### src/design/gray_params.svh
/* Grey filter frame and register constants */

`ifndef GRAY_PARAMS_SVH
`define GRAY_PARAMS_SVH

// Frame geometry, eight columns by four rows
`define GRAY_FRAME_PIXELS 32
`define GRAY_ADDR_W       5

// Largest channel sum is 15 * 3 = 45
`define GRAY_SUM_W        6

// Host register map
`define GRAY_REG_CTRL     1'b0
`define GRAY_REG_LEN      1'b1

`endif

### src/design/gray_pkg.sv
/* Grey filter shared types */

`default_nettype none

`include "gray_params.svh"

package gray_pkg;

    // One colour pixel, red in the top nibble
    typedef struct packed {
        logic [3:0] r;
        logic [3:0] g;
        logic [3:0] b;
    } rgb444_t;

    typedef logic [3:0] gray_t;

    typedef logic [`GRAY_ADDR_W-1:0] pix_addr_t;

    // Host register write, data is wide enough for the count 32
    typedef struct packed {
        logic                 we;
        logic                 addr;
        logic [`GRAY_ADDR_W:0] data;
    } cfg_req_t;

    typedef struct packed {
        logic                 busy;
        logic                 done;
        logic [`GRAY_ADDR_W:0] len;
    } cfg_stat_t;

    // Engine write into the grey frame
    typedef struct packed {
        logic      en;
        pix_addr_t addr;
        gray_t     data;
    } gray_wr_t;

endpackage

`default_nettype wire

### src/design/frame_buffer.sv
/* Frame memory */

`timescale 1ns/1ps
`default_nettype none

`include "gray_params.svh"

module frame_buffer #(
    parameter type payload_t = gray_pkg::rgb444_t
) (
    input  wire logic              clk_i,
    input  wire logic              wr_en,
    input  wire gray_pkg::pix_addr_t wr_addr,
    input  wire payload_t          wr_data,
    input  wire gray_pkg::pix_addr_t rd_addr,
    output payload_t               rd_data
);

    // One entry per pixel, no reset on contents
    payload_t mem [`GRAY_FRAME_PIXELS];

    // Write port, always accepts
    always_ff @(posedge clk_i) begin
        if (wr_en) begin
            mem[wr_addr] <= wr_data;
        end
    end

    // Registered read, data one cycle after address
    always_ff @(posedge clk_i) begin
        rd_data <= mem[rd_addr];
    end

endmodule

`default_nettype wire

### src/design/gray_ctrl_regs.sv
/* Host control and status registers */

`timescale 1ns/1ps
`default_nettype none

`include "gray_params.svh"

module gray_ctrl_regs (
    input  wire logic               clk_i,
    input  wire logic               rst_i,
    input  wire gray_pkg::cfg_req_t cfg,
    input  wire logic               frame_done,
    output logic                    run_start,
    output logic [`GRAY_ADDR_W:0]   frame_len,
    output gray_pkg::cfg_stat_t     stat
);

    logic                  busy_q;
    logic                  done_q;
    logic [`GRAY_ADDR_W:0] len_q;
    logic                  start_acc;
    logic                  len_wr;

    // Start bit is bit 0 of the control register, taken only when idle
    assign start_acc = cfg.we && (cfg.addr == `GRAY_REG_CTRL) && cfg.data[0] && !busy_q;

    // Length is frozen during a run so the engine sees a stable bound
    assign len_wr = cfg.we && (cfg.addr == `GRAY_REG_LEN) && !busy_q;

    always_ff @(posedge clk_i) begin
        if (rst_i) begin
            busy_q    <= 1'b0;
            done_q    <= 1'b0;
            run_start <= 1'b0;
            len_q     <= (`GRAY_ADDR_W+1)'(`GRAY_FRAME_PIXELS);
        end else begin
            run_start <= start_acc;
            if (start_acc) begin
                busy_q <= 1'b1;
                done_q <= 1'b0;
            end else if (frame_done) begin
                busy_q <= 1'b0;
                done_q <= 1'b1;
            end
            // Zero or oversize counts fall back to a full frame
            if (len_wr) begin
                if (cfg.data == '0 || cfg.data > `GRAY_FRAME_PIXELS) begin
                    len_q <= (`GRAY_ADDR_W+1)'(`GRAY_FRAME_PIXELS);
                end else begin
                    len_q <= cfg.data;
                end
            end
        end
    end

    assign frame_len = len_q;
    assign stat      = '{busy: busy_q, done: done_q, len: len_q};

endmodule

`default_nettype wire

### src/design/gray_filter_engine.sv
/* Grey conversion engine */

`timescale 1ns/1ps
`default_nettype none

`include "gray_params.svh"

module gray_filter_engine (
    input  wire logic                  clk_i,
    input  wire logic                  rst_i,
    input  wire logic                  run_start,
    input  wire logic [`GRAY_ADDR_W:0] frame_len,
    output logic                       frame_done,
    output gray_pkg::pix_addr_t        src_rd_addr,
    input  wire gray_pkg::rgb444_t     src_rd_data,
    output logic                       div_start,
    output logic [`GRAY_SUM_W-1:0]     div_dividend,
    input  wire logic                  div_done,
    input  wire logic [`GRAY_SUM_W-1:0] div_quotient,
    output gray_pkg::gray_wr_t         dst_wr
);

    import gray_pkg::*;

    typedef enum logic [2:0] {
        ST_IDLE,
        ST_FETCH,
        ST_SUM,
        ST_WAIT_DIV,
        ST_WRITE,
        ST_FINISH
    } state_t;

    state_t                state_q;
    // Pixels handled so far, also the current address
    logic [`GRAY_ADDR_W:0] pix_cnt_q;
    logic [`GRAY_ADDR_W:0] next_cnt;
    gray_t                 grey;

    assign next_cnt = pix_cnt_q + 1'b1;

    // Quotient of at most 15 fits the low nibble
    assign grey = div_quotient[3:0];

    always_ff @(posedge clk_i) begin
        if (rst_i) begin
            state_q   <= ST_IDLE;
            pix_cnt_q <= '0;
        end else begin
            case (state_q)
                ST_IDLE: begin
                    if (run_start) begin
                        pix_cnt_q <= '0;
                        state_q   <= ST_FETCH;
                    end
                end
                // Address goes out here, pixel comes back next cycle
                ST_FETCH: state_q <= ST_SUM;
                ST_SUM: state_q <= ST_WAIT_DIV;
                ST_WAIT_DIV: begin
                    if (div_done) begin
                        state_q <= ST_WRITE;
                    end
                end
                ST_WRITE: begin
                    if (next_cnt >= frame_len) begin
                        state_q <= ST_FINISH;
                    end else begin
                        pix_cnt_q <= next_cnt;
                        state_q   <= ST_FETCH;
                    end
                end
                ST_FINISH: state_q <= ST_IDLE;
                default: state_q <= ST_IDLE;
            endcase
        end
    end

    assign src_rd_addr = pix_cnt_q[`GRAY_ADDR_W-1:0];

    // Channel sum, zero extended so 45 fits
    assign div_dividend = {2'b00, src_rd_data.r}
                        + {2'b00, src_rd_data.g}
                        + {2'b00, src_rd_data.b};
    assign div_start    = (state_q == ST_SUM);

    // Grey pixel lands at the same address it was read from
    assign dst_wr.en   = (state_q == ST_WRITE);
    assign dst_wr.addr = pix_cnt_q[`GRAY_ADDR_W-1:0];
    assign dst_wr.data = grey;

    assign frame_done = (state_q == ST_FINISH);

endmodule

`default_nettype wire

### src/design/gray_frame_top.sv
/* Grey frame filter top */

`timescale 1ns/1ps
`default_nettype none

`include "gray_params.svh"

module gray_frame_top (
    input  wire logic                clk_i,
    input  wire logic                rst_i,
    input  wire logic                load_en,
    input  wire gray_pkg::pix_addr_t load_addr,
    input  wire gray_pkg::rgb444_t   load_pixel,
    input  wire gray_pkg::cfg_req_t  cfg,
    output gray_pkg::cfg_stat_t      stat,
    input  wire gray_pkg::pix_addr_t read_addr,
    output gray_pkg::gray_t          read_gray
);

    import gray_pkg::*;

    logic                   run_start;
    logic [`GRAY_ADDR_W:0]  frame_len;
    logic                   frame_done;
    pix_addr_t              src_rd_addr;
    rgb444_t                src_rd_data;
    logic                   div_start;
    logic [`GRAY_SUM_W-1:0] div_dividend;
    logic                   div_done;
    logic [`GRAY_SUM_W-1:0] div_quotient;
    gray_wr_t               dst_wr;

    gray_ctrl_regs regs_i (
        .clk_i      (clk_i),
        .rst_i      (rst_i),
        .cfg        (cfg),
        .frame_done (frame_done),
        .run_start  (run_start),
        .frame_len  (frame_len),
        .stat       (stat)
    );

    gray_filter_engine engine_i (
        .clk_i        (clk_i),
        .rst_i        (rst_i),
        .run_start    (run_start),
        .frame_len    (frame_len),
        .frame_done   (frame_done),
        .src_rd_addr  (src_rd_addr),
        .src_rd_data  (src_rd_data),
        .div_start    (div_start),
        .div_dividend (div_dividend),
        .div_done     (div_done),
        .div_quotient (div_quotient),
        .dst_wr       (dst_wr)
    );

    // Average of three channels, so the divisor is fixed at three
    restoring_divider #(.WIDTH(`GRAY_SUM_W)) div_i (
        .clk_i     (clk_i),
        .rst_i     (rst_i),
        .start     (div_start),
        .dividend  (div_dividend),
        .divisor   (`GRAY_SUM_W'(3)),
        .done      (div_done),
        .quotient  (div_quotient),
        .remainder ()
    );

    // Colour frame, filled by the host
    frame_buffer #(.payload_t(rgb444_t)) src_buf_i (
        .clk_i   (clk_i),
        .wr_en   (load_en),
        .wr_addr (load_addr),
        .wr_data (load_pixel),
        .rd_addr (src_rd_addr),
        .rd_data (src_rd_data)
    );

    // Grey frame, read back by the host
    frame_buffer #(.payload_t(gray_t)) dst_buf_i (
        .clk_i   (clk_i),
        .wr_en   (dst_wr.en),
        .wr_addr (dst_wr.addr),
        .wr_data (dst_wr.data),
        .rd_addr (read_addr),
        .rd_data (read_gray)
    );

endmodule

`default_nettype wire

### src/design/restoring_divider.sv
/* Sequential restoring divider */

`timescale 1ns/1ps
`default_nettype none

`include "gray_params.svh"

module restoring_divider #(
    parameter int WIDTH = `GRAY_SUM_W
) (
    input  wire logic             clk_i,
    input  wire logic             rst_i,
    input  wire logic             start,
    input  wire logic [WIDTH-1:0] dividend,
    input  wire logic [WIDTH-1:0] divisor,
    output logic                  done,
    output logic [WIDTH-1:0]      quotient,
    output logic [WIDTH-1:0]      remainder
);

    localparam int CNT_W = $clog2(WIDTH + 1);

    logic             busy_q;
    logic [CNT_W-1:0] cnt_q;
    logic [WIDTH-1:0] rem_q;
    // Holds the dividend at first, quotient bits shift in from the right
    logic [WIDTH-1:0] quo_q;
    logic [WIDTH-1:0] div_q;
    logic [WIDTH:0]   shifted;
    logic [WIDTH:0]   trial;

    // Bring down the next dividend bit and try the subtraction
    assign shifted = {rem_q, quo_q[WIDTH-1]};
    assign trial   = shifted - {1'b0, div_q};

    // Control, done goes high after the last of WIDTH steps
    always_ff @(posedge clk_i) begin
        if (rst_i) begin
            busy_q <= 1'b0;
            done   <= 1'b0;
            cnt_q  <= '0;
        end else begin
            done <= 1'b0;
            if (!busy_q) begin
                if (start) begin
                    busy_q <= 1'b1;
                    cnt_q  <= CNT_W'(WIDTH);
                end
            end else begin
                cnt_q <= cnt_q - 1'b1;
                if (cnt_q == CNT_W'(1)) begin
                    busy_q <= 1'b0;
                    done   <= 1'b1;
                end
            end
        end
    end

    // Datapath, results stay put once the run ends
    always_ff @(posedge clk_i) begin
        if (!busy_q && start) begin
            rem_q <= '0;
            quo_q <= dividend;
            div_q <= divisor;
        end else if (busy_q) begin
            if (trial[WIDTH]) begin
                // Negative trial, restore and shift in a zero
                rem_q <= shifted[WIDTH-1:0];
                quo_q <= {quo_q[WIDTH-2:0], 1'b0};
            end else begin
                rem_q <= trial[WIDTH-1:0];
                quo_q <= {quo_q[WIDTH-2:0], 1'b1};
            end
        end
    end

    assign quotient  = quo_q;
    assign remainder = rem_q;

endmodule

`default_nettype wire

### config.mk
export PLATFORM = sky130hd
export DESIGN_NAME = gray_frame_top
export DESIGN_NICKNAME = d
export VERILOG_FILES = /design/src/design/gray_pkg.sv /design/src/design/frame_buffer.sv /design/src/design/gray_ctrl_regs.sv /design/src/design/gray_filter_engine.sv /design/src/design/gray_frame_top.sv /design/src/design/restoring_divider.sv
export VERILOG_INCLUDE_DIRS = /design/src /design/src/design
export SDC_FILE = /design/constraint.sdc
export NUM_CORES = 1
export LEC_CHECK = 0
export ABC_AREA = 1
export BUFFER_PORTS_ARGS = -buffer_cell sky130_fd_sc_hd__buf_2
export CORE_MARGIN = 4
export CORE_UTILIZATION = 45
export CTS_BUF_LIST = sky130_fd_sc_hd__clkbuf_16
export CTS_CLUSTER_SIZE = 16
export DETAILED_ROUTE_END_ITERATION = 8
export SLEW_MARGIN = 15
export SYNTH_ARGS = -nofsm -noshare
export SYNTH_HDL_FRONTEND = slang
export SYNTH_SLANG_ARGS = --single-unit
### constraint.sdc
create_clock -name clk_i -period 2.5 [get_ports clk_i]
set_input_delay 0.625 -clock clk_i [delete_from_list [all_inputs] [get_ports clk_i]]
set_output_delay 0.625 -clock clk_i [all_outputs]
set_load 0.03 [all_outputs]
**Yosys cells after proc, flatten, opt, wreduce, memory -nomap -nowiden**

Memories as Yosys holds them, arrays and structs flattened. A register that Yosys moved wholly into a read port is not among the register bits.
Cells that the tools add are included.

- Memories: 2
- Memory bits (writable): 512
- Word-level logic and storage cells: 74
- Output and inout port bits: 12
- Input bits: 33
- Flip-flop bits (word level): 35

- Reductions and logical operators: 19
- Mux-type cells: 24
- Add/subtract/negate cells: 5
- Magnitude comparators: 2
- Equality and inequality tests: 9
- Bitwise gates (word level): 2

Memories:

| name | depth | bits a word | read ports | clocked after memory_dff | wr ports | RTL line | source |
|---|---|---|---|---|---|---|---|
| src_buf_i.mem | 32 | 12 | 1 | 1 | 1 | frame_buffer.sv:20 | `` payload_t mem [`GRAY_FRAME_PIXELS]; `` |
| dst_buf_i.mem | 32 | 4 | 1 | 1 | 1 | frame_buffer.sv:20 |  |

Operators by type and width:

| kind | count |
|---|---|
| $mux W6 | 6 |
| $mux W3 | 5 |
| $pmux W3 S5 | 1 |
| $pmux W6 S2 | 1 |
| $mux W1 | 11 |
| $reduce_bool A2 Y1 | 4 |
| $sub A7 B2 Y7 const B | 1 |
| $add A6 B1 Y6 const B | 1 |
| $add A6 B4 Y6 | 1 |
| $eq A3 B1 Y1 const B | 2 |
| $eq A3 B2 Y1 const B | 2 |
| $eq A3 B3 Y1 const B | 2 |
| $ge A6 B6 Y1 | 1 |
| $gt A6 B6 Y1 const B | 1 |
| $logic_and A1 B1 Y1 | 6 |
| $logic_not A6 Y1 | 1 |
| $add A4 B4 Y5 | 1 |
| $ne A2 B2 Y1 const B | 2 |
| $reduce_or A2 Y1 | 2 |
| $logic_not A3 Y1 | 1 |
| $reduce_and A3 Y1 | 1 |
| $sub A3 B1 Y3 const B | 1 |
| $logic_not A1 Y1 | 2 |
| $ne A2 B1 Y1 const B | 1 |
| other kinds (3) | 4 |

**Logic depth before layout (Yosys ltp)**

Gate-level depths: netlist of the first run.

- Depth in word-level cells: 5
- Gate-level depth with buffers: 16
- Depth with buffers taken out: 14

**Modules after synthesis**

Synthesis of the first run repeated with hierarchy kept, for this count alone.

- Cell total of the unflattened synthesis: 2212
- Area, all modules: 24151.9 µm²

Modules (own cells, without submodules):

| module | area an instance (µm²) | sequential area each (µm²) | instances | cells an instance |
|---|---|---|---|---|
| frame_buffer at src_buf_i | 15899.0 | 11771.3 | 1 | 1358 |
| frame_buffer at dst_buf_i | 5496.5 | 3923.8 | 1 | 486 |
| restoring_divider | 1265.0 | 580.6 | 1 | 148 |
| gray_filter_engine | 1039.7 | 180.2 | 1 | 153 |
| gray_ctrl_regs | 444.2 | 180.2 | 1 | 65 |
| gray_frame_top | 7.5 | 0.0 | 1 | 2 |

**Worst setup path after synthesis of the first run**

Ideal clock, no wire load.

- Path kind: register to register
- Start point: register engine_i.pix_cnt_q[0]
- End point: register engine_i.pix_cnt_q[2]
- Period minus slack after synthesis: 2.245 ns
- Arrival: 2.131 ns
- Setup time: 0.113 ns
- Required time: 2.387 ns
- Path buffers: 2
- Cell stages (with the launch flop): 16
- Setup slack: 0.255 ns
- Cells stage by stage: dfxtp_1 buf_6 buf_6 nand3_4 nor2_1 nand2_1 and2_1 ha_1 nand2_1 inv_1 a21oi_1 nand2_1 nand2_1 nand2_1 nor2_1 nor2_1

- Longest elaborated chain between the ends: 4
- Elaborated cells between the ends (all ways): 6
- Classes of those cells: 1 x add/sub; 1 x order compare; 1 x eq/ne; 2 x mux; 1 x reduce/logical

RTL lines:

| item | RTL line | source |
|---|---|---|
| start, declared | gray_filter_engine.sv:36 | `` logic [`GRAY_ADDR_W:0] pix_cnt_q; `` |
| start signal, assigned | gray_filter_engine.sv:69 | `pix_cnt_q <= next_cnt;` |
| $add A6 B1 Y6 (*) | gray_filter_engine.sv:40 | `assign next_cnt = pix_cnt_q + 1'b1;` |
| $ge A6 B6 Y1 | gray_filter_engine.sv:66 | `if (next_cnt >= frame_len) begin` |
| $ne A2 B2 Y1 (no source line) | n/a |  |
| $reduce_and A3 Y1 (no source line) | n/a |  |

Mark *: on every way between the ends. The rest lies on a longest branch, timed or not. The select of a mux whose other input is x is not followed.
A chain may end at the register's enable or synchronous reset.

**Worst setup path in the final report of the first run**

- Start point: register, netlist name src_buf_i.rd_data[4]
- End point: register div_i.quo_q[4] (netlist: div_i.quotient[4]), data pin

- Longest elaborated chain between the ends: 3

RTL lines:

| item | RTL line | source |
|---|---|---|
| $add A4 B4 Y5 | gray_filter_engine.sv:83 | `+ {2'b00, src_rd_data.g}` |
| $add A6 B4 Y6 | gray_filter_engine.sv:84 | `+ {2'b00, src_rd_data.b};` |
| $mux W6 | restoring_divider.sv:61 | `if (!busy_q && start) begin` |
| end signal, assigned | restoring_divider.sv:63 | `quo_q <= dividend;` |
| end signal, assigned | restoring_divider.sv:69 | `quo_q <= {quo_q[WIDTH-2:0], 1'b0};` |
| end signal, assigned | restoring_divider.sv:72 | `quo_q <= {quo_q[WIDTH-2:0], 1'b1};` |
| end, declared | restoring_divider.sv:27 | `logic [WIDTH-1:0] quo_q;` |

Every way passes these cells.

==> results.sh, run 1 <==
export IMPL_overflow=0
export IMPL_holdWs_ps=287.9
export IMPL_design_die_area_sq_um=54810
export IMPL_crit_fanout=4
export IMPL_io_buffers=44
export IMPL_grt_pass1_wl_um=84100
export IMPL_syn_area_sq_um=23010
export IMPL_place_ws_ps=238.6
export IMPL_wl_per_cell_um=19.94
export IMPL_startpoint="src_buf_i.rd_data[4]$_DFF_P_"
export IMPL_period_share_pct=89.89
export IMPL_p_per_area_nw_per_um2=1029
export IMPL_drv_slew=0
export IMPL_drt_initial_drc_count=1329
export IMPL_syn_num_nets=2029
export IMPL_cts_tree="done"
export IMPL_fin_area_sq_um=25740
export IMPL_drc=0
export IMPL_firstDrtPassIters=6
export IMPL_cts_hold_buffers=0
export IMPL_synthArstFlopShare_pct=0
export IMPL_tightest_slew_ps=871.9
export IMPL_via_per_inst=5.402
export IMPL_track_usage_pct=20.12
export IMPL_reg2reg_from="src_buf_i.rd_data[4]$_DFF_P_"
export IMPL_finalSetupTns_ps=0
export IMPL_cts_made_buffers=56
export IMPL_ys_seq_area_share_pct=71.52
export IMPL_clk_pin_slew_ps=60
export IMPL_num_rows=82
export IMPL_worstHoldStart="read_addr[4]"
export IMPL_start_util_pct=45.67
export IMPL_synthDistinctLibCells=36
export IMPL_antenna_left=0
export IMPL_dp_final_hpwl_um=32670
export IMPL_p_total_mw=26.48
export IMPL_post_dp_cell_area_sq_um=24030
export IMPL_hold_class="primary input to flip-flop"
export IMPL_vias=14880
export IMPL_diodes=0
export IMPL_area_delta_synth_final_pct=11.90
export IMPL_cp_slowest_cell="fa_1"
export IMPL_fin_nets=2098
export IMPL_r2r_cells=8
export IMPL_hold_end="dst_buf_i.rd_data[0]$_DFF_P_"
export IMPL_maxCapViolations=0
export IMPL_ios=45
export IMPL_required_ps=2820
export IMPL_yosysWarnings=0
export IMPL_gp_congestion=0.8227
export IMPL_rsz0062_at_grt="false"
export IMPL_grt_pass1_vias=14290
export IMPL_drive_above_1_share_pct=9.890
export IMPL_power_leakage_nw=9.310
export IMPL_ys_flop_type="edfxtp_1"
export IMPL_core_area_sq_um=50380
export IMPL_cts_root_buf="clkbuf_16"
export IMPL_antenna_found_initial=0
export IMPL_r2r_slack_ps=250
export IMPL_hold_viol_final=0
export IMPL_avgSynthCellArea_sq_um=11.66
export IMPL_max_freq_ghz=0.4450
export IMPL_endpoint_kind="flip-flop"
export IMPL_grt_max_degree=115
export IMPL_setup_ws_ps=252.8
export IMPL_die_w_um=234.1
export IMPL_setup_viol=0
export IMPL_ir_worst_vdd_v=0.0008510
export IMPL_critPathMaxStageDelay_ps=410
export IMPL_maxSlewHeadroom_pct=41.88
export IMPL_die_h_um=234.1
export IMPL_worst_setup_path_start_kind="flip-flop"
export IMPL_htreeDepth=2
export IMPL_ys_ff_latch=563
export IMPL_synthCells=1973
export IMPL_r2r_end="div_i.quotient[4]$_DFFE_PP_"
export IMPL_hold_path_depth=3
export IMPL_finalWirelength_um=54940
export IMPL_fin_crit_ps=2247
export IMPL_crit_chain="ha_1, fa_1, xor2_1, ha_1, a21oi_1, o21ai_0, xnor2_1, o21ai_0"
export IMPL_status="completed"
export IMPL_fin_skew_ps=16.15
export IMPL_synth_edf_count=518
export IMPL_clock_sinks=563
export IMPL_cp_data_arrival_time_ps=2570
export IMPL_critPathKind="flip-flop to flip-flop"
export IMPL_clk_latency_ps=610
export IMPL_clk_path_buf_depth=3
-- through the flow --
step	instances	utilization, %
global placement	2656	47.71
finish	2755	51.11
CTS	2755	51.10
detailed placement	2656	47.71
global route	2755	51.11
floorplan	1973	-
-- where the power goes --
part,internal [mW],switching (mW),total [mW]
clock,4.46,3.46,7.92
combinational,2.18,5.14,7.32
sequential,11.0,0.256,11.2
total,17.6,8.86,26.5
-- per-layer routing --
layer	part of all wire, %	track usage (%)	vias up	wire length [um]
li1	-	-	7087	-
met1	43	28.07	7263	23730
met2	48	32.74	448	26330
met3	6.1	2.806	84	3352
met4	2.8	6.907	0	1522
met5	0	0	-	0
-- cell usage after synthesis (2+ instances only) --
cell	instances	area, sq um
a211oi_1	5	37.54
a21oi_1	20	100.1
a31oi_1	4	25.02
buf_2	36	180.2
buf_4	9	67.56
buf_6	19	214.0
clkbuf_1	34	127.6
clkbuf_2	5	25.02
dfxtp_1	45	900.9
edfxtp_1	518	15550
fa_1	2	40.04
ha_1	21	262.8
inv_1	55	206.5
inv_2	5	18.77
nand2_1	413	1550
nand3_1	130	650.6
nand4_1	2	12.51
nor2_1	321	1205
nor3_1	6	30.03
nor3_2	3	30.03
o21ai_0	144	720.7
o21ai_1	73	365.4
o22ai_1	84	525.5
xnor2_1	2	17.52
xor2_1	6	52.55
-- placed cells by master (no fill, tap or decap), types with 2 or more instances in the layout --
cell,Yosys,routed
nand2_1,413,412
nand2_2,1,2
dfxtp_1,45,43
a211oi_1,5,5
o21ai_1,73,73
ha_1,21,21
o21ai_0,144,144
nand3_1,130,130
clkbuf_16,0,56
buf_2,36,44
clkinv_4,0,2
inv_6,0,2
clkinv_1,0,12
bufinv_16,0,4
nand4_1,2,2
fa_1,2,2
buf_4,9,68
o22ai_1,84,84
inv_2,5,4
nor3_1,6,6
edfxtp_1,518,518
a21oi_1,20,20
nor2_1,321,321
dfxtp_4,0,2
inv_1,55,67
a31oi_1,4,4
clkinv_2,0,10
xnor2_1,2,2
xor2_1,6,6
nor3_2,3,3
buf_12,0,3
-- cell families (layout without fill, tap and decap cells) --
logic type,Yosys count,in the layout,synth area share (%)
AO/OA/AOI/OAI,331,331,7.750
XOR/XNOR,8,8,0.3046
adder cells (fa/ha/maj),23,23,1.316
buffers and inverters,164,274,3.665
flip-flops,563,563,71.52
AND/OR/NAND/NOR,884,884,15.44
-- flip-flops by register name, indices dropped and copies added, names as in the netlist, 4 cells and up --
| name | count |
|---|---|
| engine_i.pix_cnt_q | 6 |
| src_buf_i.mem | 384 |
| src_buf_i.rd_data | 12 |
| div_i.quotient | 6 |
| regs_i.frame_len | 6 |
| dst_buf_i.rd_data | 4 |
| dst_buf_i.mem | 128 |
| div_i.remainder | 6 |
-- how the worst max path moves through the flow --
| stage | end | slack, ps | cells after the start |
|---|---|---|---|
| final | div_i.quotient[4]$_DFFE_PP_ | 250 | 8 |
| after global routing | engine_i.pix_cnt_q[5]$_SDFFE_PP0P_ | 30 | 14 |
| after CTS | dst_buf_i.mem[30][0]$_DFFE_PP_ | 220 | 4 |
| after detailed placement | dst_buf_i.mem[30][2]$_DFFE_PP_ | 240 | 4 |
| after global placement | engine_i.pix_cnt_q[1]$_SDFFE_PP0P_ | 260 | 14 |
| after floorplan | engine_i.pix_cnt_q[2]$_SDFFE_PP0P_ | 260 | 15 |
-- timing repair --
action	4_1_cts	5_1_grt
buffers inserted	0	0
resized for setup	0	1
endpoints found under the setup margin	0	5
-- critical path, delay by kind of cell (launching register included) --
kind                     cells  cell delay [ps]
XOR/XNOR                     2              290
AO/OA/AOI/OAI                3              370
adder cells (fa/ha/maj)      3              980
flip-flops                   1              300
-- layout make-up --
class	instances	area (sq um)
Fill cell	4380	24630
Sequential cell	563	16460
Multi-Input combinational cell	1246	5710
Clock buffer	56	1401
Tap cell	672	840.8
Timing Repair Buffer	115	790.8
Clock inverter	43	307.8
Inverter	60	230.2
(Power assumes the default switching activity.)
==> inputs of run 2 (changes only) <==
Settings changed: CORE_ASPECT_RATIO from default to 1.5, HOLD_SLACK_MARGIN from default to 0.15.
Clock period 2.5 ns to 2.12 ns, I/O delays scaled along.
==> results.sh, run 2 (same netlist as run 1, synthesis figures left out) <==
export IMPL_max_freq_ghz=0.4714
export IMPL_drc=0
export IMPL_post_cts_setup_buffers=0
export IMPL_worstHoldStart="read_addr[4]"
export IMPL_finalWirelength_um=56270
export IMPL_drive_above_1_share_pct=12.07
export IMPL_htreeDepth=2
export IMPL_fin_nets=2129
export IMPL_area_delta_synth_final_pct=13.38
export IMPL_critPathTopFamily="simple AND/OR/NAND/NOR gates"
export IMPL_die_w_um=192.6
export IMPL_critPathKind="flip-flop to flip-flop"
export IMPL_holdWs_ps=224.6
export IMPL_place_ws_ps=-31.11
export IMPL_crit_chain="or2_1, nor2_1, buf_4, nand2_1, nor2_1"
export IMPL_track_usage_pct=20.33
export IMPL_maxSlewHeadroom_pct=49.07
export IMPL_violations="negative setup slack"
export IMPL_cts_tree="done"
export IMPL_rsz0062_at_grt="true"
export IMPL_firstDrtPassIters=5
export IMPL_power_leakage_nw=9.449
export IMPL_grt_max_degree=109
export IMPL_status="complete, but fails checks"
export IMPL_p_per_area_nw_per_um2=1210
export IMPL_diodes=0
export IMPL_design_die_area_sq_um=54880
export IMPL_hold_class="primary input to flip-flop"
export IMPL_cts_root_buf="clkbuf_16"
export IMPL_cp_common_cell="nor2_1"
export IMPL_layout_cells_non_filler=2782
export IMPL_endpoint_kind="flip-flop"
export IMPL_fin_crit_ps=2121
export IMPL_clk_latency_ps=590
export IMPL_setup_viol=3
export IMPL_grt_pass1_vias=14810
export IMPL_io_buffers=44
export IMPL_period_share_pct=100.1
export IMPL_grt_pass1_wl_um=85780
export IMPL_critical_path_buf_inv_count=1
export IMPL_clk_pin_slew_ps=60
export IMPL_p_total_mw=31.56
export IMPL_core_area_sq_um=50670
export IMPL_required_ps=2360
export IMPL_cp_data_arrival_time_ps=2360
export IMPL_num_rows=101
export IMPL_top_regs="src_buf_i.mem: 384 flops, dst_buf_i.mem: 128 flops, src_buf_i.rd_data: 12 flops"
export IMPL_dp_final_hpwl_um=34790
export IMPL_cp_slowest_cell="nor2_1"
export IMPL_antenna_found_initial=0
export IMPL_drt_initial_drc_count=1217
export IMPL_worst_setup_path_start_kind="flip-flop"
export IMPL_reg2reg_from="engine_i.state_q[0]$_SDFFE_PP0P_"
export IMPL_dp_cells=2688
export IMPL_tightest_slew_ps=763.9
export IMPL_startpoint="engine_i.state_q[0]$_SDFFE_PP0P_"
export IMPL_drv_slew=0
export IMPL_ir_worst_vdd_v=0.0006998
export IMPL_final_cell_mix="518 x edfxtp_1, 407 x nand2_1, 315 x nor2_1"
export IMPL_clock_sinks=563
export IMPL_cts_hold_buffers=0
export IMPL_die_h_um=284.9
export IMPL_vias=14960
export IMPL_gp_congestion=0.8462
export IMPL_ios=45
export IMPL_overflow=0
export IMPL_maxCapViolations=0
export IMPL_final_common_cell="edfxtp_1"
export IMPL_via_per_inst=5.377
export IMPL_wl_per_cell_um=20.23
export IMPL_hold_viol_final=0
export IMPL_cts_made_buffers=52
export IMPL_setup_ws_ps=-1.323
export IMPL_antenna_left=0
export IMPL_largest_register_ff_count=384
export IMPL_start_util_pct=45.40
export IMPL_clk_path_buf_depth=3
export IMPL_fin_skew_ps=23.24
export IMPL_critPathMaxStageDelay_ps=430
export IMPL_crit_fanout=11
export IMPL_regMostFlops="src_buf_i.mem"
## run 2: repair_timing
action / CTS / global route
gates resized for setup: 5 / 24
endpoints found under the setup margin: 8 / 49
gates cloned: 0 / 0
pin swaps: 0 / 5
## run 2: final timing paths
path | end | cells past startpoint | slack [ps]
worst max register to register | dst_buf_i.mem[8][2]$_DFFE_PP_ | 5 | -1
worst max-delay path | dst_buf_i.mem[8][2]$_DFFE_PP_ | 5 | -1
worst min register to register | regs_i.done_q$_SDFFE_PP0P_ | 2 | 460
worst min-delay path | dst_buf_i.rd_data[0]$_DFF_P_ | 3 | 220
## run 2: layout make-up
cell class | count | area [sq um]
inverters | 60 | 230.2
repair buffers | 150 | 1141
flip-flops and latches | 563 | 16470
clock buffers | 52 | 1301
multi-input cells | 1246 | 5794
clock inverters | 42 | 312.8
well taps | 669 | 837.1
fillers | 4406 | 24590
## run 2: per-stage QoR
| step | instance area, sq um | utilization [%] | TNS, ps |
|---|---|---|---|
| 3_3_place_gp | 24380 | 48.11 | -57.95 |
| 6_report | 26090 | 51.48 | -3.011 |
| 5_1_grt | 26090 | 51.48 | -762.0 |
| 2_1_floorplan | 23010 | - | 0 |
| 3_5_place_dp | 24380 | 48.11 | -152.4 |
| 4_1_cts | 26010 | 51.32 | -141.3 |
## run 2: per-layer routing
| metal | vias up | wire, um | track usage [%] |
|---|---|---|---|
| met1 | 7305 | 21720 | 24.88 |
| met2 | 407 | 29900 | 36.78 |
| met4 | 0 | 1860 | 6.778 |
| li1 | 7151 | - | - |
| met5 | - | 0 | 0 |
| met3 | 97 | 2779 | 2.670 |
## run 2: power breakdown
| part | internal (mW) | switching (mW) |
|---|---|---|
| clock network | 4.95 | 4.00 |
| registers | 13.0 | 0.435 |
| logic | 3.11 | 6.09 |
| total | 21.0 | 10.5 |
## run 2: worst reg2reg max path, stage by stage (launching register included)
cell and delay, ps:
dfxtp_1 340, or2_1 300, nor2_1 110, buf_4 200
nand2_1 380, nor2_1 430
